===== src/rtl/fb_pkg.sv =====
`default_nettype none

package fb_pkg;

  // largest framebuffer the counters and address are sized for
  localparam int HRES_MAX = 640;
  localparam int VRES_MAX = 480;

  localparam int HCOUNT_W = $clog2(HRES_MAX);             // 10
  localparam int VCOUNT_W = $clog2(VRES_MAX);             // 9
  localparam int ADDR_W   = $clog2(HRES_MAX * VRES_MAX);  // 19

  typedef logic [HCOUNT_W-1:0] hcount_t;
  typedef logic [VCOUNT_W-1:0] vcount_t;
  typedef logic [ADDR_W-1:0]   addr_t;

endpackage

`default_nettype wire


===== src/rtl/scan_gen.sv =====
`timescale 1ns/1ps
`default_nettype none

module scan_gen #(
  parameter int FB_HRES = 320,
  parameter int FB_VRES = 180
) (
  input  logic            clk_in,
  input  logic            rst_in,
  input  logic            freeze,
  input  logic            start,
  input  fb_pkg::hcount_t hmin,
  input  fb_pkg::hcount_t hmax,
  input  fb_pkg::vcount_t vmin,
  input  fb_pkg::vcount_t vmax,
  output logic            scan_valid,
  output fb_pkg::hcount_t scan_h,
  output fb_pkg::vcount_t scan_v,
  output logic            scan_last
);
  import fb_pkg::*;

  hcount_t next_h;
  vcount_t next_v;
  logic    first_last;
  logic    next_last;
  logic    step;

  assign first_last = (hmin == hmax) && (vmin == vmax);  // one pixel box
  assign step       = scan_valid && !freeze;

  always_comb begin
    if (scan_h == hmax) begin
      next_h = hmin;  // wrap to the left edge of the box
      next_v = scan_v + 1'b1;
    end else begin
      next_h = scan_h + 1'b1;
      next_v = scan_v;
    end
    next_last = (next_h == hmax) && (next_v == vmax);
  end

  always_ff @(posedge clk_in) begin
    if (rst_in) begin
      scan_valid <= 1'b0;
      scan_last  <= 1'b0;
    end else if (start) begin
      scan_valid <= 1'b1;
      scan_last  <= first_last;
    end else if (step) begin
      scan_valid <= !scan_last;  // stop once (hmax, vmax) has gone out
      scan_last  <= !scan_last && next_last;
    end
  end

  always_ff @(posedge clk_in) begin
    if (start) begin
      scan_h <= hmin;
      scan_v <= vmin;
    end else if (step && !scan_last) begin
      scan_h <= next_h;
      scan_v <= next_v;
    end
  end

endmodule

`default_nettype wire


===== config.mk =====
export PLATFORM = sky130hd
export DESIGN_NAME = scan_gen
export DESIGN_NICKNAME = d
export VERILOG_FILES = /design/src/rtl/fb_pkg.sv /design/src/rtl/scan_gen.sv
export SDC_FILE = /design/constraint.sdc
export NUM_CORES = 1
export LEC_CHECK = 0
export BUFFER_PORTS_ARGS = -buffer_cell sky130_fd_sc_hd__buf_2
export CAP_MARGIN = 40
export CORE_MARGIN = 2
export CORE_UTILIZATION = 40
export CTS_BUF_LIST = sky130_fd_sc_hd__clkbuf_4 sky130_fd_sc_hd__clkbuf_8
export DETAILED_ROUTE_END_ITERATION = 7
export GPL_TIMING_DRIVEN = 0
export PLACE_DENSITY = 0.65
export SLEW_MARGIN = 20
export SYNTH_ARGS = -nofsm -noshare
export SYNTH_HDL_FRONTEND = slang
export SYNTH_SLANG_ARGS = --single-unit

===== constraint.sdc =====
create_clock -name clk_in -period 7 [get_ports clk_in]
set_input_delay 1.75 -clock clk_in [delete_from_list [all_inputs] [get_ports clk_in]]
set_output_delay 1.75 -clock clk_in [all_outputs]
set_load 0.02 [all_outputs]

==> impl_metrics.py <==
metrics = {
    "place": {
        "place_ws_ns": 2.78,
        "dp_hpwl_mm": 5.67,
        "globalplace.congestion": 0.950,
        "port_buffers": 62,
    },
    "critical_path": {
        "worst_path_most_repeated_cell": "nor2_1",
        "worst_setup_path_start_kind": "input port",
        "crit_chain": "buf_2 > xnor2_2 > nand4_2 > buf_4 > nor3_2 > nor2_1 > clkbuf_1 > nor2_1 > a21oi_1",
        "slowest_stage": "nor3_2",
        "crit_required_ns": 7.01,
        "crit_family": "simple AND/OR/NAND/NOR gates",
        "rrSetupSlack_ns": 4.09,
        "arrival_ns": 3.99,
        "cpPeakStageDelay_ns": 0.51,
        "worstPathMaxFanout": 10,
        "critPathKind": "input port to register",
        "worst-path-buf-inv": 3,
        "cp-end-kind": "register",
    },
    "yosys": {
        "synth_edf_count": 19,
        "synth_area_leaders": "edfxtp_1 (25%), xnor2_1 (9.9%), xor2_1 (7.6%)",
        "synthCells": 260,
        "synthDominantCellAreaShare": 0.248,
        "postSynthNetCount": 304,
        "avgSynthCellArea_um2": 8.84,
        "syn_area_mm2": 0.00230,
        "async_flop_share": 0,
        "synth_warnings": 0,
        "yosysTopAreaCell": "edfxtp_1",
        "synth_cell_types": 61,
        "ys.flop_type": "edfxtp_1",
        "ys_ff_latch": 21,
        "yosysSeqAreaShare": 0.266,
    },
    "cts": {
        "root_buffer": "clkbuf_8",
        "clock_latency_ns": 0.27,
        "clkSinkCount": 21,
        "tritoncts": "yes",
        "htree_levels": 1,
        "cts.path.max_buffers": 2,
        "ctsResizeCount": 0,
        "cts_inserted_buffers": 3,
        "path_clk_slew_ns": 0.09,
        "post-cts-setup-buffers": 0,
        "ctsHoldBuffers": 0,
    },
    "timing": {
        "finalHoldViolCount": 0,
        "tightestPinTransition_ns": 0.822,
        "holdWs_ns": 0.524,
        "finalCritPeriodShare": 0.569,
        "relSlewSlack": 0.438,
        "rsz0062_at_grt": "false",
        "tns_ns": 0,
        "report.final.slew_viol_count": 0,
        "clock_skew_ns": 0.00170,
        "timing.fmax_mhz": 251,
        "setup_viol": 0,
        "fin_ws_ns": 3.02,
        "min_period_ns": 3.98,
    },
    "floorplanning": {
        "fp-row-count": 27,
        "core_mm2": 0.00554,
        "fp.dieArea_mm2": 0.00636,
        "start_util": 0.415,
        "die_height_um": 79.8,
        "io_pins": 63,
        "die_x_um": 79.8,
    },
    "grt": {
        "grt_use_total": 0.233,
        "antenna_found_initial": 0,
        "grt_pass1_vias": 2179,
        "grt_max_degree": 21,
        "grt_overflow": 0,
        "grt_pass1_wl_mm": 11.3,
    },
    "routing": {
        "vias": 2345,
        "drc": 0,
        "drt_pass1_iterations": 4,
        "drt_iter0_drc": 186,
        "wl_per_cell_um": 18.4,
        "vias_per_cell": 5.89,
        "drt-total-wl_mm": 7.31,
        "ant_nets": 0,
    },
    "cells_and_area": {
        "syn_to_final_growth_pct": 19.6,
        "fin_nets": 371,
        "antennaDiodeCount": 0,
        "post_route_cells_drive_above_1_share": 0.294,
    },
    "power": {
        "power_density_mw_per_mm2": 159,
        "ir_drop_uv": 63.3,
        "p_leak_uw": 0.00102,
    },
    "status": {
        "status": "finished clean",
    },
    "run": {
        "cap_violations": 0,
    },
    "min_path": {
        "hold_class": "register to register",
    },
}
-- layout by cell type, fill, tap and decap left out, types with 7 or more instances in the layout --
master and count:
nand3_1 8, xnor2_1 26, xor2_1 20, nor2_1 23
buf_2 65, edfxtp_1 19, a21oi_1 11, clkbuf_1 8
nand4_1 10, o21ai_0 11, nand2_1 18, nor3_1 7
-- layer usage --
metal	part of all wire	global-route usage	vias up
met3	0.062	0.0271	9
met1	0.45	0.329	1134
met2	0.48	0.380	91
met4	0.012	0.0542	0
met5	0	0	-
li1	-	-	1111
-- area by class of cell --
class / count / area [um^2]
fill: 566 / 2790
multi-input combinational: 219 / 1590
sequential: 21 / 611
timing repair buffer: 62 / 310
tap: 72 / 90.1
buffer: 15 / 80.1
clock buffer: 4 / 48.8
inverter: 5 / 18.8
-- sequential cells by signal (all words and copies together), names as in the netlist --
signal	count
scan_h	10
scan_last	1
scan_v	9
scan_valid	1
-- power by group --
group          leakage [uW]  switching, uW  internal, uW
registers          0.000204           12.7           152
logic              0.000791            111          69.7
clock network     0.0000262           47.4          44.7
-- synthesized netlist by cell type, types with 5 or more instances --
| master | n |
|---|---|
| nor4_1 | 5 |
| nor2_1 | 23 |
| nand3_1 | 8 |
| nand2_1 | 18 |
| clkbuf_1 | 8 |
| xnor2_1 | 26 |
| inv_1 | 5 |
| nand4_1 | 10 |
| and2_1 | 6 |
| xor2_1 | 20 |
| o21ai_0 | 11 |
| nand2b_1 | 6 |
| nor3_1 | 7 |
| a21oi_1 | 11 |
| edfxtp_1 | 19 |
-- through the flow --
| stage | utilization | total power (uW) | area (um^2) | cells |
|---|---|---|---|---|
| global placement | 0.487 | 343 | 2700 | 394 |
| floorplan | - | 283 | 2300 | 260 |
| global route | 0.496 | 460 | 2750 | 398 |
| finish | 0.496 | 438 | 2750 | 398 |
| detailed placement | 0.487 | 345 | 2700 | 394 |
| CTS | 0.496 | 437 | 2750 | 398 |
-- worst paths after layout --
check | startpoint | endpoint | cells past startpoint
max | hmax[3] | scan_h[8]$_DFFE_PP_ | 9
min | scan_valid$_SDFFE_PP0P_ | scan_valid$_SDFFE_PP0P_ | 2
max reg2reg | scan_h[2]$_DFFE_PP_ | scan_h[8]$_DFFE_PP_ | 9
min reg2reg | scan_valid$_SDFFE_PP0P_ | scan_valid$_SDFFE_PP0P_ | 2
-- worst reg2reg max path: cells and delay by family (launching register included) --
kind	cells	cell delay, ns
simple gates	4	1.20
buf+inv	3	0.79
flops	1	0.40
xor+xnor	1	0.22
compound gates	1	0.05
-- kinds of logic (layout without fill, tap and decap cells) --
group | Yosys count | count (layout) | share of synthesized area
fa+ha+maj | 2 | 2 | 0.0109
flops | 21 | 21 | 0.266
simple gates | 110 | 110 | 0.294
mux | 9 | 9 | 0.0419
xor+xnor | 48 | 48 | 0.190
buf+inv | 20 | 86 | 0.0430
compound gates | 50 | 50 | 0.155
Note: power is estimated with default switching activity, not from simulation.
