$ cat config.mk
export PLATFORM = sky130hd
export DESIGN_NAME = edge_eval
export DESIGN_NICKNAME = d
export VERILOG_FILES = /design/src/rtl/fb_pkg.sv /design/src/rtl/raster_geom_pkg.sv /design/src/rtl/edge_eval.sv /design/src/rtl/freeze_pipe.sv
export SDC_FILE = /design/constraint.sdc
export NUM_CORES = 2
export LEC_CHECK = 0
export ABC_AREA = 1
export BUFFER_PORTS_ARGS = -buffer_cell sky130_fd_sc_hd__buf_2
export CORE_MARGIN = 5
export CORE_UTILIZATION = 39
export DETAILED_ROUTE_END_ITERATION = 8
export GPL_TIMING_DRIVEN = 0
export PLACE_DENSITY = 0.55
export SYNTH_ARGS = -nofsm -noshare
export SYNTH_HDL_FRONTEND = slang
export SYNTH_SLANG_ARGS = --single-unit
$ cat constraint.sdc
create_clock -name clk_in -period 7.3 [get_ports clk_in]
set_input_delay 1.095 -clock clk_in [delete_from_list [all_inputs] [get_ports clk_in]]
set_output_delay 1.095 -clock clk_in [all_outputs]
set_load 0.005 [all_outputs]
$ cat src/rtl/fb_pkg.sv
`default_nettype none

package fb_pkg;

  // largest framebuffer the counters and address are sized for
  localparam int HRES_MAX = 640;
  localparam int VRES_MAX = 480;

  localparam int HCOUNT_W = $clog2(HRES_MAX);             // 10
  localparam int VCOUNT_W = $clog2(VRES_MAX);             // 9
  localparam int ADDR_W   = $clog2(HRES_MAX * VRES_MAX);  // 19

  typedef logic [HCOUNT_W-1:0] hcount_t;
  typedef logic [VCOUNT_W-1:0] vcount_t;
  typedef logic [ADDR_W-1:0]   addr_t;

endpackage

`default_nettype wire

$ cat src/rtl/raster_geom_pkg.sv
`default_nettype none

package raster_geom_pkg;

  // vertex coordinates are whole pixels
  localparam int COORD_W = 10;
  typedef logic [COORD_W-1:0] coord_t;

  localparam int DEPTH_W = 16;
  typedef logic [DEPTH_W-1:0] depth_t;

  // cross product of two coordinate differences plus sign and headroom
  localparam int EDGE_W = 2 * COORD_W + 2;
  typedef logic signed [EDGE_W-1:0] edge_t;  // edge values and doubled area

endpackage

`default_nettype wire

$ cat src/rtl/edge_eval.sv
`timescale 1ns/1ps
`default_nettype none

module edge_eval (
  input  logic                   clk_in,
  input  logic                   rst_in,
  input  logic                   freeze,
  input  logic                   scan_valid,
  input  fb_pkg::hcount_t        scan_h,
  input  fb_pkg::vcount_t        scan_v,
  input  logic                   scan_last,
  input  raster_geom_pkg::edge_t ex0,
  input  raster_geom_pkg::edge_t ex1,
  input  raster_geom_pkg::edge_t ex2,
  input  raster_geom_pkg::edge_t ey0,
  input  raster_geom_pkg::edge_t ey1,
  input  raster_geom_pkg::edge_t ey2,
  input  raster_geom_pkg::edge_t ec0,
  input  raster_geom_pkg::edge_t ec1,
  input  raster_geom_pkg::edge_t ec2,
  output logic                   cov_valid,
  output logic                   cov_inside,
  output fb_pkg::hcount_t        cov_h,
  output fb_pkg::vcount_t        cov_v,
  output logic                   cov_last
);
  import raster_geom_pkg::*;
  import fb_pkg::*;

  localparam int POS_W = HCOUNT_W + VCOUNT_W + 2;

  typedef logic [POS_W-1:0] pos_t;  // {valid, last, v, h}

  pos_t  pos_in;
  pos_t  pos_out;
  edge_t ex [3];
  edge_t ey [3];
  edge_t ec [3];
  edge_t px [3];  // stage one, x products
  edge_t py [3];  // stage one, y products
  edge_t e  [3];
  logic  inside_c;

  assign ex = '{ex0, ex1, ex2};
  assign ey = '{ey0, ey1, ey2};
  assign ec = '{ec0, ec1, ec2};

  // the position rides alongside the two arithmetic stages
  assign pos_in = {scan_valid, scan_last, scan_v, scan_h};

  freeze_pipe #(
    .STAGES   (2),
    .payload_t(pos_t)
  ) i_pos_pipe (
    .clk_in  (clk_in),
    .rst_in  (rst_in),
    .freeze  (freeze),
    .data    (pos_in),
    .data_out(pos_out)
  );

  assign {cov_valid, cov_last, cov_v, cov_h} = pos_out;

  always_ff @(posedge clk_in) begin
    if (!freeze) begin
      for (int i = 0; i < 3; i++) begin
        px[i] <= ex[i] * edge_t'(scan_h);
        py[i] <= ey[i] * edge_t'(scan_v);
      end
    end
  end

  // wraparound in the sum is harmless, the true edge value fits in EDGE_W
  always_comb begin
    for (int i = 0; i < 3; i++) begin
      e[i] = px[i] + py[i] + ec[i];
    end
    inside_c = (e[0] >= 0) && (e[1] >= 0) && (e[2] >= 0);  // edges inclusive
  end

  always_ff @(posedge clk_in) begin
    if (!freeze) begin
      cov_inside <= inside_c;
    end
  end

endmodule

`default_nettype wire

$ cat src/rtl/freeze_pipe.sv
`timescale 1ns/1ps
`default_nettype none

module freeze_pipe #(
  parameter int  STAGES    = 2,
  parameter type payload_t = logic
) (
  input  logic     clk_in,
  input  logic     rst_in,
  input  logic     freeze,
  input  payload_t data,
  output payload_t data_out
);

  payload_t stage_q [STAGES];

  // whole line stalls together so nothing inside is dropped or doubled
  always_ff @(posedge clk_in) begin
    if (rst_in) begin
      for (int i = 0; i < STAGES; i++) begin
        stage_q[i] <= '0;  // valid bits in the payload start low
      end
    end else if (!freeze) begin
      stage_q[0] <= data;
      for (int i = 1; i < STAGES; i++) begin
        stage_q[i] <= stage_q[i-1];
      end
    end
  end

  assign data_out = stage_q[STAGES-1];

endmodule

`default_nettype wire

==> results by group <==
Status
  – Status: finished clean

STA
  – Hold Vio Cnt, Final: 0
  – Max-slew violation count: 0
  – Setup_tns: 0 ps
  – RSZ-0062 raised after global routing: no
  – Fin crit share: between 90% and 100%
  – Slew margin rel.: 25.31%
  – Fmax: 0.1432 GHz
  – Worst slew pin tran: 1120 ps
  – Period minus WS final: 6986 ps
  – Final setup viols: 0
  – Skew final: around 7.4 ps

Placement
  – Gpl congestion: around 0.89
  – Placed Cells: 6730
  – Post-DP HPWL: 99140 um
  – IO buf count: 146

Clock tree
  – Clock Latency Late Sink: 490 ps
  – Clock Tree Buf Depth: 2
  – Post-CTS Setup Inserts: 0
  – Clock transition at path regs: approximately 80 ps
  – H-tree level count: 4
  – CTS Hold Bufs: 0
  – CTS resizes: 0
  – CTS Sinks: between 150 and 200
  – CTS tree: done
  – Root buffer cell: clkbuf_16
  – Num CTS Buffers: 17

Synthesis
  – Post-Synth XOR/XNOR Area: 3.080%
  – Simple-gate share of the synthesized area: around 17%
  – #FFs+latches synth: 175
  – Area share of fa/ha/maj cells after synthesis: 46.80%
  – Area leader, netlist: fa_1
  – Post-synth top flop: edfxtp_1
  – Synth cell count leaders: inv_1, nand2_1, fa_1
  – Post-synth EDFFs: 175
  – Main combinational cell family by area after synthesis: adder cells
  – Cells after Synth: 5202
  – Area contributors post-synth: fa_1, inv_1, nand2_1
  – Ys async rst share: 0%
  – Distinct cells, synth: 39
  – Compound-Gate Fraction of Synth Area: 3.758%
  – Most numerous cell in the Yosys netlist: inv_1
  – Proportion of synthesized area in mux cells: 0%
  – Syn Nets: roughly 6500
  – Avg Cell Area, Syn: 7.872 um^2
  – Mapped Area: 0.04095 mm^2
  – Top-area cell type share of the netlist area: 36.08%
  – Ys Warns: 0
  – Seq/Total Area, Yosys: about an eighth

Cells and area
  – Post-route non-filler standard cell count: 6775
  – NumNets Final: around 6700
  – Filler cell count: 10790
  – Layout cells sized above 1: 4.812%
  – Syn-to-layout area delta: 7.718%

Worst setup path
  – Endpoint class of the critical path: flop
  – CP Class: in -> reg
  – R2r startpoint: py[0][1]
  – Critical Path Sink: px[0][43]
  – FF-to-FF End: cov_inside
  – Worst R2R Path Depth: 12
  – Critical path required time: approximately 7500 ps
  – Critical-path maximum fanout: 10
  – Worst Setup SP: scan_h[5]
  – Worst Path Arrival: 7170 ps
  – Flop-to-flop setup slack: approximately 4500 ps
  – Type of origin of the critical path: primary input

Detailed routing
  – DR vias: 31980
  – Drt wl/cell: 17.24 um
  – DRC errors left: 0
  – First drt pass iteration count: 6
  – Drt via density: between 4 and 5
  – Antenna Nets Post-Route: 0
  – DRT iter0 DRCs: 2076
  – Routed WL: approximately 120000 um

Power
  – Leak Pwr: roughly 26 nW
  – Total power: 0.01766 W
  – Peak VDD IR: 0.2114 mV
  – Power Density: 400.4 mW/mm^2

Die
  – Row cnt: roughly 120
  – Core box area: 0.1039 mm^2
  – Die area: roughly 0.11 mm^2
  – Initial Utilization: between 30 and 40%
  – Die width: 334.0 um
  – Number of top-level pins: 244
  – Die Y-Extent: about 330 um

Global route
  – Largest net degree at the start of global routing: 96
  – First-pass GRT wire length: 186200 um
  – GRT overflow: 0
  – Total track usage: a little over a fifth
  – Vias in the first global route: 33370
  – Initial antenna violation count: 17

Run
  – Max_cap viols: 0

Min path
  – Worst Hold Class: reg -> reg
==> layout make-up <==
cell class / instances / area, um^2 / share of cell area (%)
timing repair buffer: 148 / 778.2 / 1.764
antenna: 13 / 32.53 / 0.07375
tap: 1380 / 1727 / 3.914
clock inverter: 15 / 190.2 / 0.4312
clock buffer: 17 / 425.4 / 0.9644
buffer: 227 / 1003 / 2.275
inverter: 1501 / 5639 / 12.78
multi-input combinational: 3299 / 29060 / 65.88
sequential: 175 / 5255 / 11.91
==> where the power goes <==
part	switching [W]	internal [W]
logic	0.00899	0.00538
registers	0.000222	0.00211
clock network	0.000493	0.000465
==> layer usage <==
layer	vias to the layer above	routed length [um]	part of all wire (%)	track usage (%)
met5	-	34	0.029	0
met4	6	2445	2.1	4.636
met3	132	6552	5.6	2.687
met2	767	54860	47	35.41
met1	15750	52920	45	29.86
li1	15320	-	-	-
==> cells by family (layout without fill, tap and decap cells) <==
group                    Yosys count  after routing
XOR/XNOR                         144            144
buffers and inverters           1728           1908
other                              0             13
flip-flops                       175            175
AO/OA/AOI/OAI                    274            274
AND/OR/NAND/NOR                 1792           1792
adder cells (fa/ha/maj)         1089           1089
==> how the worst min path moves through the flow <==
| stage | startpoint | cells past startpoint | end |
|---|---|---|---|
| 6_report | i_pos_pipe.stage_q[0][6] | 2 | i_pos_pipe.stage_q[0][27] |
| 3_3_place_gp | i_pos_pipe.stage_q[0][20] | 2 | i_pos_pipe.stage_q[0][41] |
| 2_1_floorplan | i_pos_pipe.stage_q[0][0] | 2 | i_pos_pipe.stage_q[0][21] |
| 4_1_cts | i_pos_pipe.stage_q[0][6] | 2 | i_pos_pipe.stage_q[0][27] |
| 5_1_grt | i_pos_pipe.stage_q[0][14] | 2 | i_pos_pipe.stage_q[0][35] |
| 3_5_place_dp | i_pos_pipe.stage_q[0][6] | 2 | i_pos_pipe.stage_q[0][27] |
==> sequential cells by signal, indices dropped and copies added (netlist names) <==
signal,cells
py,66
cov_inside,1
px,66
i_pos_pipe.stage_q,42
==> per-stage QoR <==
stage / instance area [um^2] / setup slack (ps) / utilization (%) / hold WS (ps)
floorplan: 40950 / 1434 / - / 519.2
global placement: 43410 / -212.6 / 41.76 / 524.2
detailed placement: 43460 / -180.2 / 41.81 / 531.0
CTS: 44080 / 321.3 / 42.41 / 551.7
global route: 44100 / 9.822 / 42.43 / 572.3
finish: 44110 / 314.5 / 42.44 / 548.7
==> worst max-delay path: stages <==
cell and delay (ps):
buf_2 240, clkbuf_1 790, buf_1 570, nand2_1 190, fa_1 570, inv_1 50
fa_1 630, fa_1 460, fa_1 500, inv_1 50, fa_1 500, inv_1 50
ha_1 380, nand2_1 130, nor2_1 170, nand2_1 70, inv_1 80, nand4_1 90
nand3_1 210, inv_1 70, nand3_1 80, nand2_1 170
==> layout by cell type, fill, tap and decap left out, drive strengths merged, types with 13 or more instances in the layout <==
cell type	netlist	layout
buf	108	256
nand2	1455	1455
fa	738	738
xnor2	50	50
o21bai	15	15
inv	1501	1507
a21o	24	24
o21ai	73	73
edfxtp	175	175
diode	0	13
clkbuf	119	136
nand4	31	31
nor2	163	163
a21oi	146	146
nand3	116	116
xor2	94	94
ha	351	351
(Power assumes the default switching activity.)
