==> src/rtl/fb_pkg.sv <==
`default_nettype none

package fb_pkg;

  // largest framebuffer the counters and address are sized for
  localparam int HRES_MAX = 640;
  localparam int VRES_MAX = 480;

  localparam int HCOUNT_W = $clog2(HRES_MAX);             // 10
  localparam int VCOUNT_W = $clog2(VRES_MAX);             // 9
  localparam int ADDR_W   = $clog2(HRES_MAX * VRES_MAX);  // 19

  typedef logic [HCOUNT_W-1:0] hcount_t;
  typedef logic [VCOUNT_W-1:0] vcount_t;
  typedef logic [ADDR_W-1:0]   addr_t;

endpackage

`default_nettype wire

==> src/rtl/raster_geom_pkg.sv <==
`default_nettype none

package raster_geom_pkg;

  // vertex coordinates are whole pixels
  localparam int COORD_W = 10;
  typedef logic [COORD_W-1:0] coord_t;

  localparam int DEPTH_W = 16;
  typedef logic [DEPTH_W-1:0] depth_t;

  // cross product of two coordinate differences plus sign and headroom
  localparam int EDGE_W = 2 * COORD_W + 2;
  typedef logic signed [EDGE_W-1:0] edge_t;  // edge values and doubled area

endpackage

`default_nettype wire

==> src/rtl/tri_setup.sv <==
`timescale 1ns/1ps
`default_nettype none

module tri_setup #(
  parameter int FB_HRES = 320,
  parameter int FB_VRES = 180
) (
  input  logic                    clk_in,
  input  logic                    rst_in,
  input  logic                    valid_in,
  output logic                    ready_out,
  input  raster_geom_pkg::coord_t x0,
  input  raster_geom_pkg::coord_t x1,
  input  raster_geom_pkg::coord_t x2,
  input  raster_geom_pkg::coord_t y0,
  input  raster_geom_pkg::coord_t y1,
  input  raster_geom_pkg::coord_t y2,
  input  raster_geom_pkg::depth_t z0,
  input  logic                    tri_end,
  output logic                    start,
  output logic                    cull,
  output fb_pkg::hcount_t         hmin,
  output fb_pkg::hcount_t         hmax,
  output fb_pkg::vcount_t         vmin,
  output fb_pkg::vcount_t         vmax,
  output raster_geom_pkg::edge_t  ex0,
  output raster_geom_pkg::edge_t  ex1,
  output raster_geom_pkg::edge_t  ex2,
  output raster_geom_pkg::edge_t  ey0,
  output raster_geom_pkg::edge_t  ey1,
  output raster_geom_pkg::edge_t  ey2,
  output raster_geom_pkg::edge_t  ec0,
  output raster_geom_pkg::edge_t  ec1,
  output raster_geom_pkg::edge_t  ec2,
  output raster_geom_pkg::depth_t z_flat
);
  import raster_geom_pkg::*;
  import fb_pkg::*;

  localparam coord_t H_LAST = coord_t'(FB_HRES - 1);
  localparam coord_t V_LAST = coord_t'(FB_VRES - 1);

  typedef enum logic [2:0] {S_IDLE, S_CAPTURE, S_BOX, S_AREA, S_BUSY} state_t;

  state_t state;
  coord_t xv [3];
  coord_t yv [3];
  coord_t x_lo, x_hi, y_lo, y_hi;
  edge_t  dx [3];  // b - a along edge a->b
  edge_t  dy [3];
  edge_t  ex_r [3];
  edge_t  ey_r [3];
  edge_t  ec_r [3];
  edge_t  ex_o [3];
  edge_t  ey_o [3];
  edge_t  ec_o [3];
  edge_t  area;
  logic   neg;

  assign ready_out = (state == S_IDLE);
  assign neg       = (area < 0);  // clockwise, flip so inside is always >= 0
  assign start     = (state == S_AREA) && (area != 0);
  assign cull      = (state == S_AREA) && (area == 0);

  always_comb begin
    x_lo = xv[0];
    x_hi = xv[0];
    y_lo = yv[0];
    y_hi = yv[0];
    for (int i = 1; i < 3; i++) begin
      if (xv[i] < x_lo) x_lo = xv[i];
      if (xv[i] > x_hi) x_hi = xv[i];
      if (yv[i] < y_lo) y_lo = yv[i];
      if (yv[i] > y_hi) y_hi = yv[i];
    end
    for (int i = 0; i < 3; i++) begin
      ex_o[i] = neg ? -ex_r[i] : ex_r[i];
      ey_o[i] = neg ? -ey_r[i] : ey_r[i];
      ec_o[i] = neg ? -ec_r[i] : ec_r[i];
    end
  end

  always_ff @(posedge clk_in) begin
    if (rst_in) begin
      state <= S_IDLE;
    end else begin
      case (state)
        S_IDLE:    if (valid_in) state <= S_CAPTURE;
        S_CAPTURE: state <= S_BOX;
        S_BOX:     state <= S_AREA;
        S_AREA:    state <= (area == 0) ? S_IDLE : S_BUSY;  // zero area is culled
        S_BUSY:    if (tri_end) state <= S_IDLE;
        default:   state <= S_IDLE;
      endcase
    end
  end

  always_ff @(posedge clk_in) begin
    if (ready_out && valid_in) begin
      xv     <= '{x0, x1, x2};
      yv     <= '{y0, y1, y2};
      z_flat <= z0;  // flat depth from the provoking vertex
    end
    if (state == S_CAPTURE) begin
      hmin <= hcount_t'((x_lo > H_LAST) ? H_LAST : x_lo);
      hmax <= hcount_t'((x_hi > H_LAST) ? H_LAST : x_hi);
      vmin <= vcount_t'((y_lo > V_LAST) ? V_LAST : y_lo);
      vmax <= vcount_t'((y_hi > V_LAST) ? V_LAST : y_hi);
      for (int i = 0; i < 3; i++) begin
        dx[i] <= edge_t'(xv[(i+1)%3]) - edge_t'(xv[i]);
        dy[i] <= edge_t'(yv[(i+1)%3]) - edge_t'(yv[i]);
      end
    end
    if (state == S_BOX) begin
      // E(x,y) = dy*x - dx*y + (ya*dx - xa*dy)
      for (int i = 0; i < 3; i++) begin
        ex_r[i] <= dy[i];
        ey_r[i] <= -dx[i];
        ec_r[i] <= edge_t'(yv[i]) * dx[i] - edge_t'(xv[i]) * dy[i];
      end
      area <= dx[0] * dy[2] - dx[2] * dy[0];  // edge 0->1 taken at vertex 2
    end
  end

  assign ex0 = ex_o[0];
  assign ex1 = ex_o[1];
  assign ex2 = ex_o[2];
  assign ey0 = ey_o[0];
  assign ey1 = ey_o[1];
  assign ey2 = ey_o[2];
  assign ec0 = ec_o[0];
  assign ec1 = ec_o[1];
  assign ec2 = ec_o[2];

endmodule

`default_nettype wire

==> config.mk <==
export PLATFORM = sky130hd
export DESIGN_NAME = tri_setup
export DESIGN_NICKNAME = d
export VERILOG_FILES = /design/src/rtl/fb_pkg.sv /design/src/rtl/raster_geom_pkg.sv /design/src/rtl/tri_setup.sv
export SDC_FILE = /design/constraint.sdc
export NUM_CORES = 2
export LEC_CHECK = 0
export ABC_AREA = 1
export BUFFER_PORTS_ARGS = -buffer_cell sky130_fd_sc_hd__buf_2
export CAP_MARGIN = 20
export CORE_MARGIN = 2
export CORE_UTILIZATION = 35
export CTS_CLUSTER_DIAMETER = 200
export DETAILED_ROUTE_END_ITERATION = 10
export PLACE_DENSITY = 0.62
export RECOVER_POWER = 100
export SLEW_MARGIN = 20
export SYNTH_ARGS = -nofsm -noshare
export SYNTH_HDL_FRONTEND = slang
export SYNTH_SLANG_ARGS = --single-unit
==> constraint.sdc <==
create_clock -name clk_in -period 8.8 [get_ports clk_in]
set_clock_uncertainty 0.2 [all_clocks]
set_input_delay 0.44 -clock clk_in [delete_from_list [all_inputs] [get_ports clk_in]]
set_output_delay 0.44 -clock clk_in [all_outputs]
set_load 0.005 [all_outputs]
==> summary.md <==
| Metric | Value |
|---|---|
| Status | complete, but fails checks |
| Violations in the final reports | capacitance limit, slew limit |
| Synthesized-area fraction occupied by ao, oa, aoi and oai cells | 4.118% |
| Reg2Reg Capture Point | area[21] |
| Ranking of synthesized cells by area | sky130_fd_sc_hd__fa_1, sky130_fd_sc_hd__edfxtp_1, sky130_fd_sc_hd__inv_1 |
| Number of port buffers | 334 |
| Post-place instance area | 64830 sq um |
| Share of the yosys chip area belonging to registers | 18.31% |
| Worst-path cell chain | clkbuf_1 > nand2_1 > fa_1 > inv_1 > fa_1 > fa_1 > fa_1 > fa_1 > inv_1 > fa_1 > fa_1 > fa_1 > inv_1 > fa_1 > inv_1 > ha_1 > a21oi_1 > o21ai_0 > a2111oi_0 > o221ai_1 > nand3_1 > nand2_1 |
| Area fraction in and, or, nand and nor cells after synthesis | 11.36% |
| Floorplan Core Area | 171700 sq um |
| Register bit total from synthesis | 370 |
| Depth of the most critical reg-to-reg path | 22 |
| DRT antenna net count | 0 |
| Yosys top cell by area | sky130_fd_sc_hd__fa_1 |
| Global-route wire length before repair | 271.0 mm |
| Setup Total Neg Slack | 0 ps |
| Reg-to-Reg Start | dy[0][3] |
| Mapped Avg Cell Area | 8.957 sq um |
| Vias | 44220 |
| Clock Tree Buf Depth | 3 |
| Number of antenna violations at the first check in global routing | 3 |
| Minimum clock period after layout | 8338 ps |
| Slew Limit Fails | 698 |
| CTS tree | done |
| Detailed-router iteration count before antenna repair | 6 |
| CTS clk-pin slew, worst paths | 60 ps |
| Layout cells sized above 1 | 3.710% |
| Number of maximum-capacitance violations | 17 |
| DRC violation total after the first TritonRoute iteration | 2699 |
| Most used cell along the critical path | sky130_fd_sc_hd__fa_1 |
| Xor-xnor portion of the synthesized cell area | 5.615% |
| Maximum cell stage delay along the critical path | 1220 ps |
| IO Count | 335 |
| Clock buffers created by TritonCTS | 47 |
| Required time of the worst setup path | 8980 ps |
| Combinational family with the most area after synthesis | adder cells |
| Final count of hold timing violations | 0 |
| Critical path capture point | area[21] |
| Fraction of synthesized area in multiplexers | 0.3142% |
| Width of the chip | 419.9 um |
| Minimum setup slack among reg-to-reg paths | 460 ps |
| Synth Cell Area | 60530 sq um |
| Maximum fanout along the worst path | 21 |
| Pin slew with the least headroom to its limit | 4099 ps |
| Share of the clock period used by the worst path after layout | 94.75% |
| Clk Tree Root Cell | sky130_fd_sc_hd__clkbuf_16 |
| Later-pin clock latency in the skew report | 690 ps |
| Relative slew margins | -173.3% |
| Worst hold-check path type | in2reg |
| Count of unresolved DRC violations after routing | 0 |
| Unrepaired setup endpoints after global routing | false |
| Via count of the first global-routing pass | 47410 |
| EDFF count, synth | 367 |
| Most used standard cell by instance count after synthesis | sky130_fd_sc_hd__inv_1 |
| Vias per cell | 4.692 |
| Gate Count Post-Synth | 6757 |
| Critical Path Start | dy[0][3] |
| Unique masters post-synth | 55 |
| Die Outline Area | 176300 sq um |
| Warnings, synthesis | 0 |
| Estimated wirelength of the detail-placed design | 143.2 mm |
| Setup violation total in the final timing report | 0 |
| Type of destination of the critical path | flip-flop |
| Startpoint class of the critical path | flip-flop |
| Total Nets Final | 8766 |
| Synth-to-Final Area Change | 10.30% |
| Adder-cell share of the synthesized area | 46.55% |
| Chip Height | 419.9 um |
| Total routing resource utilization after global routing | 20.05% |
| Max Fclk | 119.9 MHz |
| Initial core utilization | 35.24% |
| CTS H-Tree Depth | 2 |
| Cell with the largest stage delay on the worst path | sky130_fd_sc_hd__clkbuf_1 |
| Post-layout instance count excluding filler cells | 9425 |
| Critical Path AT | 8520 ps |
| Post-route cell area | 66760 sq um |
| Antenna Cells | 0 |
| Total detailed-routing wirelength | 173.4 mm |
| Placement Rows | 152 |
| Final global-route overflow total | 0 |
| Wire per inst | 18.40 um |
| Top post-synthesis cells by count | sky130_fd_sc_hd__inv_1, sky130_fd_sc_hd__nand2_1, sky130_fd_sc_hd__fa_1, sky130_fd_sc_hd__ha_1, sky130_fd_sc_hd__edfxtp_1 |
| # placed instances | 9258 |
| Top flip-flop cell by instance count after synthesis | sky130_fd_sc_hd__edfxtp_1 |
| Asr flop ratio synth | 0% |
| Largest net degree at the start of global routing | 70 |
| Routability congestion estimate | 0.8998 |
| Critical setup path kind | reg2reg |
| Share of Yosys cell area claimed by the top area cell type | 35.39% |
| Clock sink count | 370 |
==> repair_timing <==
action	in CTS	in global routing
gates resized for setup	0	0
hold buffers	79	0
hold endpoints to repair	79	0
setup buffers	0	0
==> registers in the layout, summed over array words and instances (netlist names) <==
| signal | count |
|---|---|
| ey_r | 66 |
| xv | 30 |
| z_flat | 16 |
| yv | 30 |
| dx | 33 |
| ex_r | 33 |
| hmax | 10 |
| dy | 33 |
| vmax | 9 |
| area | 22 |
| ec_r | 66 |
| vmin | 9 |
| state | 3 |
| hmin | 10 |
==> how the worst min path moves through the flow <==
| stage | from | endpoint | slack, ps | cells past startpoint |
|---|---|---|---|---|
| 6_report | x1[9] | xv[19] | 270 | 2 |
| 5_1_grt | x1[9] | xv[19] | 250 | 2 |
| 4_1_cts | z0[11] | z_flat[11] | 210 | 2 |
| 3_5_place_dp | state[2] | state[2] | 340 | 2 |
| 3_3_place_gp | state[2] | state[2] | 320 | 2 |
| 2_1_floorplan | dy[0][22] | ex_r[0][22] | 220 | 0 |
==> kinds of logic after synthesis <==
logic type,count (synthesis)
AO/OA/AOI/OAI,445
AND/OR/NAND/NOR,1728
flip-flops,370
XOR/XNOR,388
buffers and inverters,2196
multiplexers,19
adder cells (fa/ha/maj),1610
other,1
==> stage by stage <==
stage | utilization, % | hold WS [ps] | worst slack (ps)
final | 38.87 | 269.2 | 461.8
after global routing | 38.87 | 252.8 | 54.85
after CTS | 39.13 | 208.2 | 559.0
after detailed placement | 37.75 | 338.0 | 603.9
after global placement | 37.75 | 317.2 | 581.7
after floorplan | - | 224.4 | 266.2
==> layer usage <==
layer	global-route usage, %	part of all wire, %	vias up
met3	2.905	5.6	294
li1	-	-	20490
met1	24.77	40	22210
met2	35.08	50	1225
met4	7.993	4.3	4
met5	0	0.016	-
==> cell type report <==
| type | count | area, sq um |
|---|---|---|
| fillers | 17190 | 105000 |
| clock buffers | 48 | 1180 |
| inverters | 1963 | 7370 |
| well taps | 2310 | 2890 |
| repair buffers | 500 | 2714 |
| multi-input cells | 4194 | 41120 |
| flip-flops and latches | 370 | 11080 |
| clock inverters | 40 | 404.1 |
==> layout by cell type (no fill, tap or decap), drive strengths merged, types with 136 or more instances in the layout <==
| cell type | synthesis | routed |
|---|---|---|
| a21oi | 178 | 178 |
| buf | 24 | 148 |
| clkbuf | 209 | 321 |
| edfxtp | 367 | 367 |
| fa | 1070 | 1070 |
| ha | 540 | 540 |
| inv | 1959 | 1965 |
| nand2 | 1312 | 1312 |
| nor2 | 214 | 214 |
| o21ai | 176 | 176 |
| xnor2 | 136 | 136 |
| xor2 | 252 | 252 |
==> worst max-delay path, delay by kind of cell (launching register included) <==
family                     cells  cell delay [ps]
AOI/OAI and AO/OA              4              940
adders and majority gates     10             4630
and+or+nand+nor                3              410
buffers and inverters          5             1470
DFF                            1              400
Power is left out: the tool's default activity adds up to more than one toggle a clock period on the data nets, which glitch-free logic cannot reach.
