===== config.mk =====
export PLATFORM = sky130hd
export DESIGN_NAME = frag_out
export DESIGN_NICKNAME = d
export VERILOG_FILES = /design/src/rtl/fb_pkg.sv /design/src/rtl/raster_geom_pkg.sv /design/src/rtl/frag_out.sv
export SDC_FILE = /design/constraint.sdc
export NUM_CORES = 1
export LEC_CHECK = 0
export BUFFER_PORTS_ARGS = -buffer_cell sky130_fd_sc_hd__buf_2
export CAP_MARGIN = 20
export CORE_MARGIN = 2
export CORE_UTILIZATION = 45
export CTS_CLUSTER_DIAMETER = 40
export DETAILED_ROUTE_END_ITERATION = 8
export GPL_TIMING_DRIVEN = 0
export PLACE_DENSITY = 0.78
export SLEW_MARGIN = 10
export SYNTH_ARGS = -nofsm -noshare
export SYNTH_HDL_FRONTEND = slang
export SYNTH_SLANG_ARGS = --single-unit

===== constraint.sdc =====
create_clock -name clk_in -period 3.8 [get_ports clk_in]
set_input_delay 0 -clock clk_in [delete_from_list [all_inputs] [get_ports clk_in]]
set_output_delay 0 -clock clk_in [all_outputs]
set_load 0.02 [all_outputs]

===== src/rtl/fb_pkg.sv =====
`default_nettype none

package fb_pkg;

  // largest framebuffer the counters and address are sized for
  localparam int HRES_MAX = 640;
  localparam int VRES_MAX = 480;

  localparam int HCOUNT_W = $clog2(HRES_MAX);             // 10
  localparam int VCOUNT_W = $clog2(VRES_MAX);             // 9
  localparam int ADDR_W   = $clog2(HRES_MAX * VRES_MAX);  // 19

  typedef logic [HCOUNT_W-1:0] hcount_t;
  typedef logic [VCOUNT_W-1:0] vcount_t;
  typedef logic [ADDR_W-1:0]   addr_t;

endpackage

`default_nettype wire


===== src/rtl/raster_geom_pkg.sv =====
`default_nettype none

package raster_geom_pkg;

  // vertex coordinates are whole pixels
  localparam int COORD_W = 10;
  typedef logic [COORD_W-1:0] coord_t;

  localparam int DEPTH_W = 16;
  typedef logic [DEPTH_W-1:0] depth_t;

  // cross product of two coordinate differences plus sign and headroom
  localparam int EDGE_W = 2 * COORD_W + 2;
  typedef logic signed [EDGE_W-1:0] edge_t;  // edge values and doubled area

endpackage

`default_nettype wire


===== src/rtl/frag_out.sv =====
`timescale 1ns/1ps
`default_nettype none

module frag_out #(
  parameter int FB_HRES = 320,
  parameter int FB_VRES = 180
) (
  input  logic                    clk_in,
  input  logic                    rst_in,
  input  logic                    cov_valid,
  input  logic                    cov_inside,
  input  fb_pkg::hcount_t         cov_h,
  input  fb_pkg::vcount_t         cov_v,
  input  logic                    cov_last,
  input  raster_geom_pkg::depth_t z_flat,
  input  logic                    cull,
  input  logic                    ready_in,
  output logic                    valid_out,
  output fb_pkg::hcount_t         hcount_out,
  output fb_pkg::vcount_t         vcount_out,
  output raster_geom_pkg::depth_t z_out,
  output fb_pkg::addr_t           addr_out,
  output logic                    done_out,
  output logic                    tri_end,
  output logic                    freeze
);
  import fb_pkg::*;

  localparam addr_t HRES_A = addr_t'(FB_HRES);

  addr_t addr_c;
  logic  last_r;  // output register holds the final scan position

  // a fragment waiting on the consumer stalls the whole pipeline
  assign freeze  = valid_out && !ready_in;
  assign tri_end = done_out;

  always_comb begin
    addr_c = addr_t'(cov_v) * HRES_A + addr_t'(cov_h);  // row major
  end

  always_ff @(posedge clk_in) begin
    if (rst_in) begin
      valid_out <= 1'b0;
      last_r    <= 1'b0;
      done_out  <= 1'b0;
    end else begin
      // done once the last position has left whether covered or not
      done_out <= cull || (last_r && !freeze);
      if (!freeze) begin
        valid_out <= cov_valid && cov_inside;  // misses become bubbles
        last_r    <= cov_valid && cov_last;
      end
    end
  end

  always_ff @(posedge clk_in) begin
    if (!freeze) begin
      hcount_out <= cov_h;
      vcount_out <= cov_v;
      z_out      <= z_flat;
      addr_out   <= addr_c;
    end
  end

endmodule

`default_nettype wire


==> metrics, run 1 <==
# clock sinks=between 50 and 60; final hold vios=0; Vias=1691; r2r startpoint=valid_out; max-cap violations=0; crit path max fanout=4; DRT Pass-1 Iters=4; flops & latches, synth=roughly 50; reg-to-reg endpoint=last_r; RD Place Congestion=0.770; Synthesis Warnings=0; Netlist cell types=29; Num CTS Buffers=5; fin crit period=between 2 and 3 ns; number of synthesized flops with an enable pin=48; Max-slew headroom=approximately 55%; fill count=332; overall routed net length=between 5000 and 6000 um; DRT iter0 DRCs=66; Crit Path Class=in2reg; core region area=roughly 4800 um^2; worst slack, placed=between 1 and 1.5 ns; ANT cells=0; DRC viols=0; Initial Util=between 40% and 50%; Die Footprint=5610 um^2; I/O pin cnt=100; clock skew=between 0.004 and 0.005 ns; Final WS setup=roughly 1.1 ns; fmax=377 MHz; ys async rst share=0%; vias in the first global route=roughly 1700; synthesized area=2260 um^2; Syn Nets=approximately 210; cts repair resizes=0; power per cell area=~430 nW/um^2; gr ovfl total=0; unrepaired setup endpoints after global routing=no; WP data arrival=2.70 ns; insertion delay to the later sink of the worst-skew pair=roughly 0.30 ns; Hold Crit Start=z_flat[14]; Synth Instances=146; num rows=25; Hold WC Path Type=in2reg; initial antenna violation count=0; outcome=finished, final reports clean; sequential share of the synthesized area=about two thirds; largest net degree at the start of global routing=28; maximum VDD drop=approximately 0.24 mV; DPL Wire Length=approximately 3400 um; Reg clk slew, reported paths=around 0.09 ns; Setup TNS Final=0 ns; Leakage=about 1.5 nW; first-pass GRT wire length=roughly 7600 um; Syn-to-layout area delta=49.6%; slowest CP cell=dlygate4sd3_1; CP Cell Sequence=dlygate4sd3_1, buf_2, ha_1, ha_1, inv_1, fa_1, and2b_1, o22ai_1, xnor2_1, nand4_2, nor3b_2, xnor2_1; DIE WIDTH=between 70 and 80 um; Reg2Reg Depth=6; ys flop type=edfxtp_1; routed len/inst=roughly 14 um; Root Buffer=clkbuf_8; crit path launch type=input port; CTS tree=built; Final period util=a little over two thirds; Slew Limit Fails=0; Hold Crit Depth=2; Avg Synthesized Cell Area=between 15 and 20 um^2; setup slack, reg-to-reg=~1.8 ns; Slew @ Worst Pin=0.679 ns; input/output buffers=99; final setup vio count=0; All-Layer GR Usage=between 10% and 20%; fraction of layout cells with a size suffix above 1=roughly two fifths; Max Root-Sink Buffers=2; Nets=roughly 360; Worst Setup End Kind=flip-flop; Critical Path Max Stage Delay=between 0.5 and 0.6 ns; CTS H-tree lvls=2; ANT nets after route=0; # Post-CTS Setup Buffers=0; post-DR vias/cell=between 4 and 5; Hold EP=z_out[14]; critical path required time=approximately 3.9 ns; die height=approximately 75 um
-- state kept, by name, indices dropped and copies added, names as in the netlist --
name,count
z_out,16
addr_out,13
hcount_out,10
vcount_out,9
done_out,1
last_r,1
valid_out,1
-- synth_stat cells, types with 2 or more instances --
cell type	count	area (um^2)
buf_4	7	52.6
nor2b_1	2	12.5
fa_1	2	40.0
xnor2_1	12	105
nand2b_1	3	18.8
nand3_1	3	15.0
ha_1	18	225
dfxtp_1	3	60.1
nor2_1	6	22.5
a21o_1	3	22.5
nand4_1	2	12.5
edfxtp_1	48	1440
xor2_1	2	17.5
nand2_1	6	22.5
a21oi_1	8	40.0
inv_1	8	30.0
-- cell usage in the layout (no fill, tap or decap), types with 3 or more instances in the layout --
cell type and n:
edfxtp_1 48, clkbuf_8 5, nor2_1 6, buf_4 7, dlygate4sd3_1 40, xnor2_1 12
nand2_1 6, inv_1 8, a21oi_1 8, dfxtp_1 3, a21o_1 3, ha_1 18
buf_2 99, nand3_1 3
-- how the worst max path moves through the flow --
stage,from,to,slack (ns),depth (start not counted)
5_1_grt,cov_v[1],addr_out[17],0.96,11
3_3_place_gp,cov_v[1],addr_out[16],1.41,11
6_report,cov_v[1],addr_out[16],1.15,12
2_1_floorplan,valid_out,last_r,1.47,4
3_5_place_dp,cov_v[1],addr_out[16],1.38,11
4_1_cts,cov_v[1],addr_out[16],1.15,12
-- per-layer routing --
| metal | part of all wire (%) | track usage, % | wire, um |
|---|---|---|---|
| met5 | 0 | 0 | 0 |
| met3 | 9.9 | 6.02 | 504 |
| met2 | 48 | 32.3 | 2430 |
| met1 | 41 | 20.3 | 2060 |
| met4 | 1.6 | 5.75 | 79 |
-- final cells by class --
| class | count | area [um^2] | area share, % |
|---|---|---|---|
| Multi-Input combinational cell | 80 | 681 | 20.1 |
| Clock buffer | 5 | 68.8 | 2.03 |
| Inverter | 8 | 30.0 | 0.887 |
| Timing Repair Buffer | 140 | 923 | 27.3 |
| Buffer | 7 | 52.6 | 1.55 |
| Tap cell | 67 | 83.8 | 2.48 |
| Clock inverter | 3 | 43.8 | 1.29 |
| Sequential cell | 51 | 1500 | 44.4 |
-- through the flow --
stage	std cells	hold WS, ns	total power [mW]	utilization, %	area, um^2
floorplan	146	0.0691	0.946	-	2260
global placement	312	0.177	1.05	59.4	2840
detailed placement	313	0.178	1.06	60.0	2870
CTS	361	0.401	1.47	70.7	3380
global route	361	0.407	1.52	70.7	3380
finish	361	0.415	1.45	70.7	3380
-- critical path, delay by kind of cell --
| family | cells | cell delay (ns) |
|---|---|---|
| XOR/XNOR | 2 | 0.39 |
| AO/OA/AOI/OAI | 1 | 0.09 |
| AND/OR/NAND/NOR | 3 | 0.63 |
| buffers and inverters | 3 | 0.75 |
| adder cells (fa/ha/maj) | 3 | 0.85 |
-- repair_timing --
action / CTS / global route
hold buffers: 40 / 0
setup endpoints to repair: 0 / 0
endpoints found under the hold margin: 38 / 0
-- power breakdown --
group / internal [mW] / total (mW) / switching, mW
logic: 0.158 / 0.379 / 0.221
registers: 0.689 / 0.705 / 0.0161
clock network: 0.196 / 0.370 / 0.174
-- kinds of logic (layout without fill, tap and decap cells) --
kind of cell               after synthesis  after routing  share of synthesized area, %
DFF                                     51             51                          66.4
and+or+nand+nor                         27             27                          6.64
adders and majority gates               20             20                          11.7
AOI/OAI and AO/OA                       17             17                          5.31
xor gates and xnor gates                15             15                          6.14
buffers and inverters                   15            163                          3.65
other                                    1              1                         0.166
(Power assumes the default switching activity.)
==> run 2, diff against run 1 <==
- CORE_UTILIZATION: 45 -> 42
- PLACE_DENSITY: 0.78 -> 0.76
- clock period: 3.8 -> 2.14 ns (I/O delays scaled with it)
==> metrics, run 2 (synthesized netlist as in run 1, its figures left out) <==
outcome=finished, final reports clean; Vias=1674 (-1.0%); Slew @ Worst Pin=0.577 ns (-0.103 ns); max-cap violations=0 (unchanged); num rows=26 (+4.0%); # clock sinks=51 (unchanged); Worst path top cell family by delay=adder cells; DRT Pass-1 Iters=4 (unchanged); input/output buffers=99 (unchanged); Reg clk slew, reported paths=0.09 ns (about the same); CP Cell Sequence=buf_2, ha_1, ha_1, inv_1, fa_1, and2b_1, o22ai_1, xnor2_2, nand4_2, nor3b_2, xnor2_1; register bank with the most flops=z_out; Hold WC Path Type=in2reg; DIE WIDTH=77.4 um (+3.3%); gr ovfl total=0 (unchanged); crit path max fanout=4 (unchanged); largest registers in the final layout=z_out: 16 flops, addr_out: 13 flops, hcount_out: 10 flops; initial antenna violation count=0 (unchanged); unrepaired setup endpoints after global routing=no; max reg flops=16 (unchanged); Max-slew headroom=61.6% (+6.9 points); vias in the first global route=1763 (+4.6%); Leakage=1.56 nW (+0.65%); post-DR vias/cell=4.60 (-1.8%); Die Footprint=5990 um^2 (+6.8%); Setup TNS Final=0 ns (unchanged); DRC viols=0 (unchanged); fill count=371 (+12%); # Post-CTS Setup Buffers=0 (unchanged); routed len/inst=14.2 um (+0.62%); commonest non-fill, non-tap cell in the layout=buf_2; critical path required time=2.19 ns (-1.66 ns); Final period util=between 90% and 100%; final hold vios=0 (unchanged); DPL Wire Length=3330 um (-1.8%); I/O pin cnt=100 (unchanged); Root Buffer=clkbuf_8; Final Util=66.3% (-4.4 points); CTS tree=built; fraction of layout cells with a size suffix above 1=41.5% (unchanged); clock skew=0.00472 ns (+0.000174 ns); Initial Util=44.0% (-3.3 points); area taken by multi-input logic gates=688 um^2 (+1.1%); FF/Latch Area=1500 um^2 (unchanged); Max Root-Sink Buffers=2 (unchanged); Slew Limit Fails=0 (unchanged); most frequent cells in the layout=buf_2, edfxtp_1, dlygate4sd3_1; fin crit period=~2 ns; die height=77.4 um (+3.3%); insertion delay to the later sink of the worst-skew pair=0.30 ns (about the same); Num CTS Buffers=5 (unchanged); All-Layer GR Usage=18.0% (-0.055 points); overall routed net length=5150 um (+1.5%); CP dominant cell by count=ha_1; placed inst area=2870 um^2 (-0.13%); Final Cell Area=3410 um^2 (+0.70%); Crit path buffers/inverters=2 (-1); slowest CP cell=fa_1; fmax=roughly 500 MHz; CTS H-tree lvls=2 (unchanged); first-pass GRT wire length=8290 um (+9.7%); DRT iter0 DRCs=62 (-6.1%); largest net degree at the start of global routing=31 (+11%); Crit Path Class=in2reg; RD Place Congestion=0.698 (-9.3%); power per cell area=793 nW/um^2 (+84%); Worst Setup End Kind=flip-flop; crit path launch type=input port; ANT cells=0 (unchanged); maximum VDD drop=0.347 mV (+45%); core region area=5140 um^2 (+7.4%); Syn-to-layout area delta=50.7%; Nets=355 (unchanged); Critical Path Max Stage Delay=0.38 ns (-0.15 ns); WP data arrival=2.05 ns (-0.65 ns); ANT nets after route=0 (unchanged); final setup vio count=0 (unchanged)
==> run 2: area by class of cell <==
type / instances / share of cell area (%)
Inverter: 8 / 0.881
Tap cell: 70 / 2.57
Clock buffer: 6 / 2.13
Timing Repair Buffer: 140 / 26.9
Multi-Input combinational cell: 80 / 20.2
Buffer: 7 / 1.54
Sequential cell: 51 / 44.1
Clock inverter: 2 / 1.76
==> run 2: path summary, 6_finish.rpt <==
kind	startpoint	to	slack, ns	depth (start not counted)
worst max-delay path	cov_v[1]	addr_out[16]	0.14	11
worst max register to register	valid_out	last_r	0.43	4
worst min register to register	last_r	last_r	0.50	2
worst min-delay path	cov_v[0]	addr_out[6]	0.02	2
==> run 2: worst register-to-register path, stage by stage (launching register included) <==
cell and delay, ns:
dfxtp_1 0.34, nand2b_2 0.43, nand3_1 0.15, dlygate4sd3_1 0.58, a21oi_1 0.15
==> run 2: stage by stage <==
stage	cells	total power, mW	hold WS, ns	setup slack, ns
after floorplan	146	1.68	0.0691	0.0288
after global placement	315	1.87	0.177	-0.253
after detailed placement	316	1.89	0.178	-0.316
after CTS	364	2.71	0.0213	0.0203
after global routing	364	2.83	0.0277	0.0209
final	364	2.70	0.0230	0.140
==> run 2: layer usage <==
metal	part of all wire [%]	routed length, um	vias to the layer above	global-route usage [%]
met5	0	0	-	0
met4	1.1	58	0	5.36
met3	8.1	418	7	5.23
li1	-	-	824	-
met1	42	2180	766	21.5
met2	48	2490	77	31.5
==> run 2: where the power goes <==
| part | switching [mW] | internal, mW | total, mW |
|---|---|---|---|
| Combinational | 0.394 | 0.283 | 0.677 |
| Clock | 0.305 | 0.467 | 0.772 |
| Sequential | 0.0292 | 1.22 | 1.25 |
| Total | 0.728 | 1.97 | 2.70 |
==> run 2: timing repair <==
action                                  in CTS  in global routing
hold buffers                                40                  0
gates resized for setup                      0                  1
endpoints found under the setup margin       0                  3
endpoints found under the hold margin       38                  0
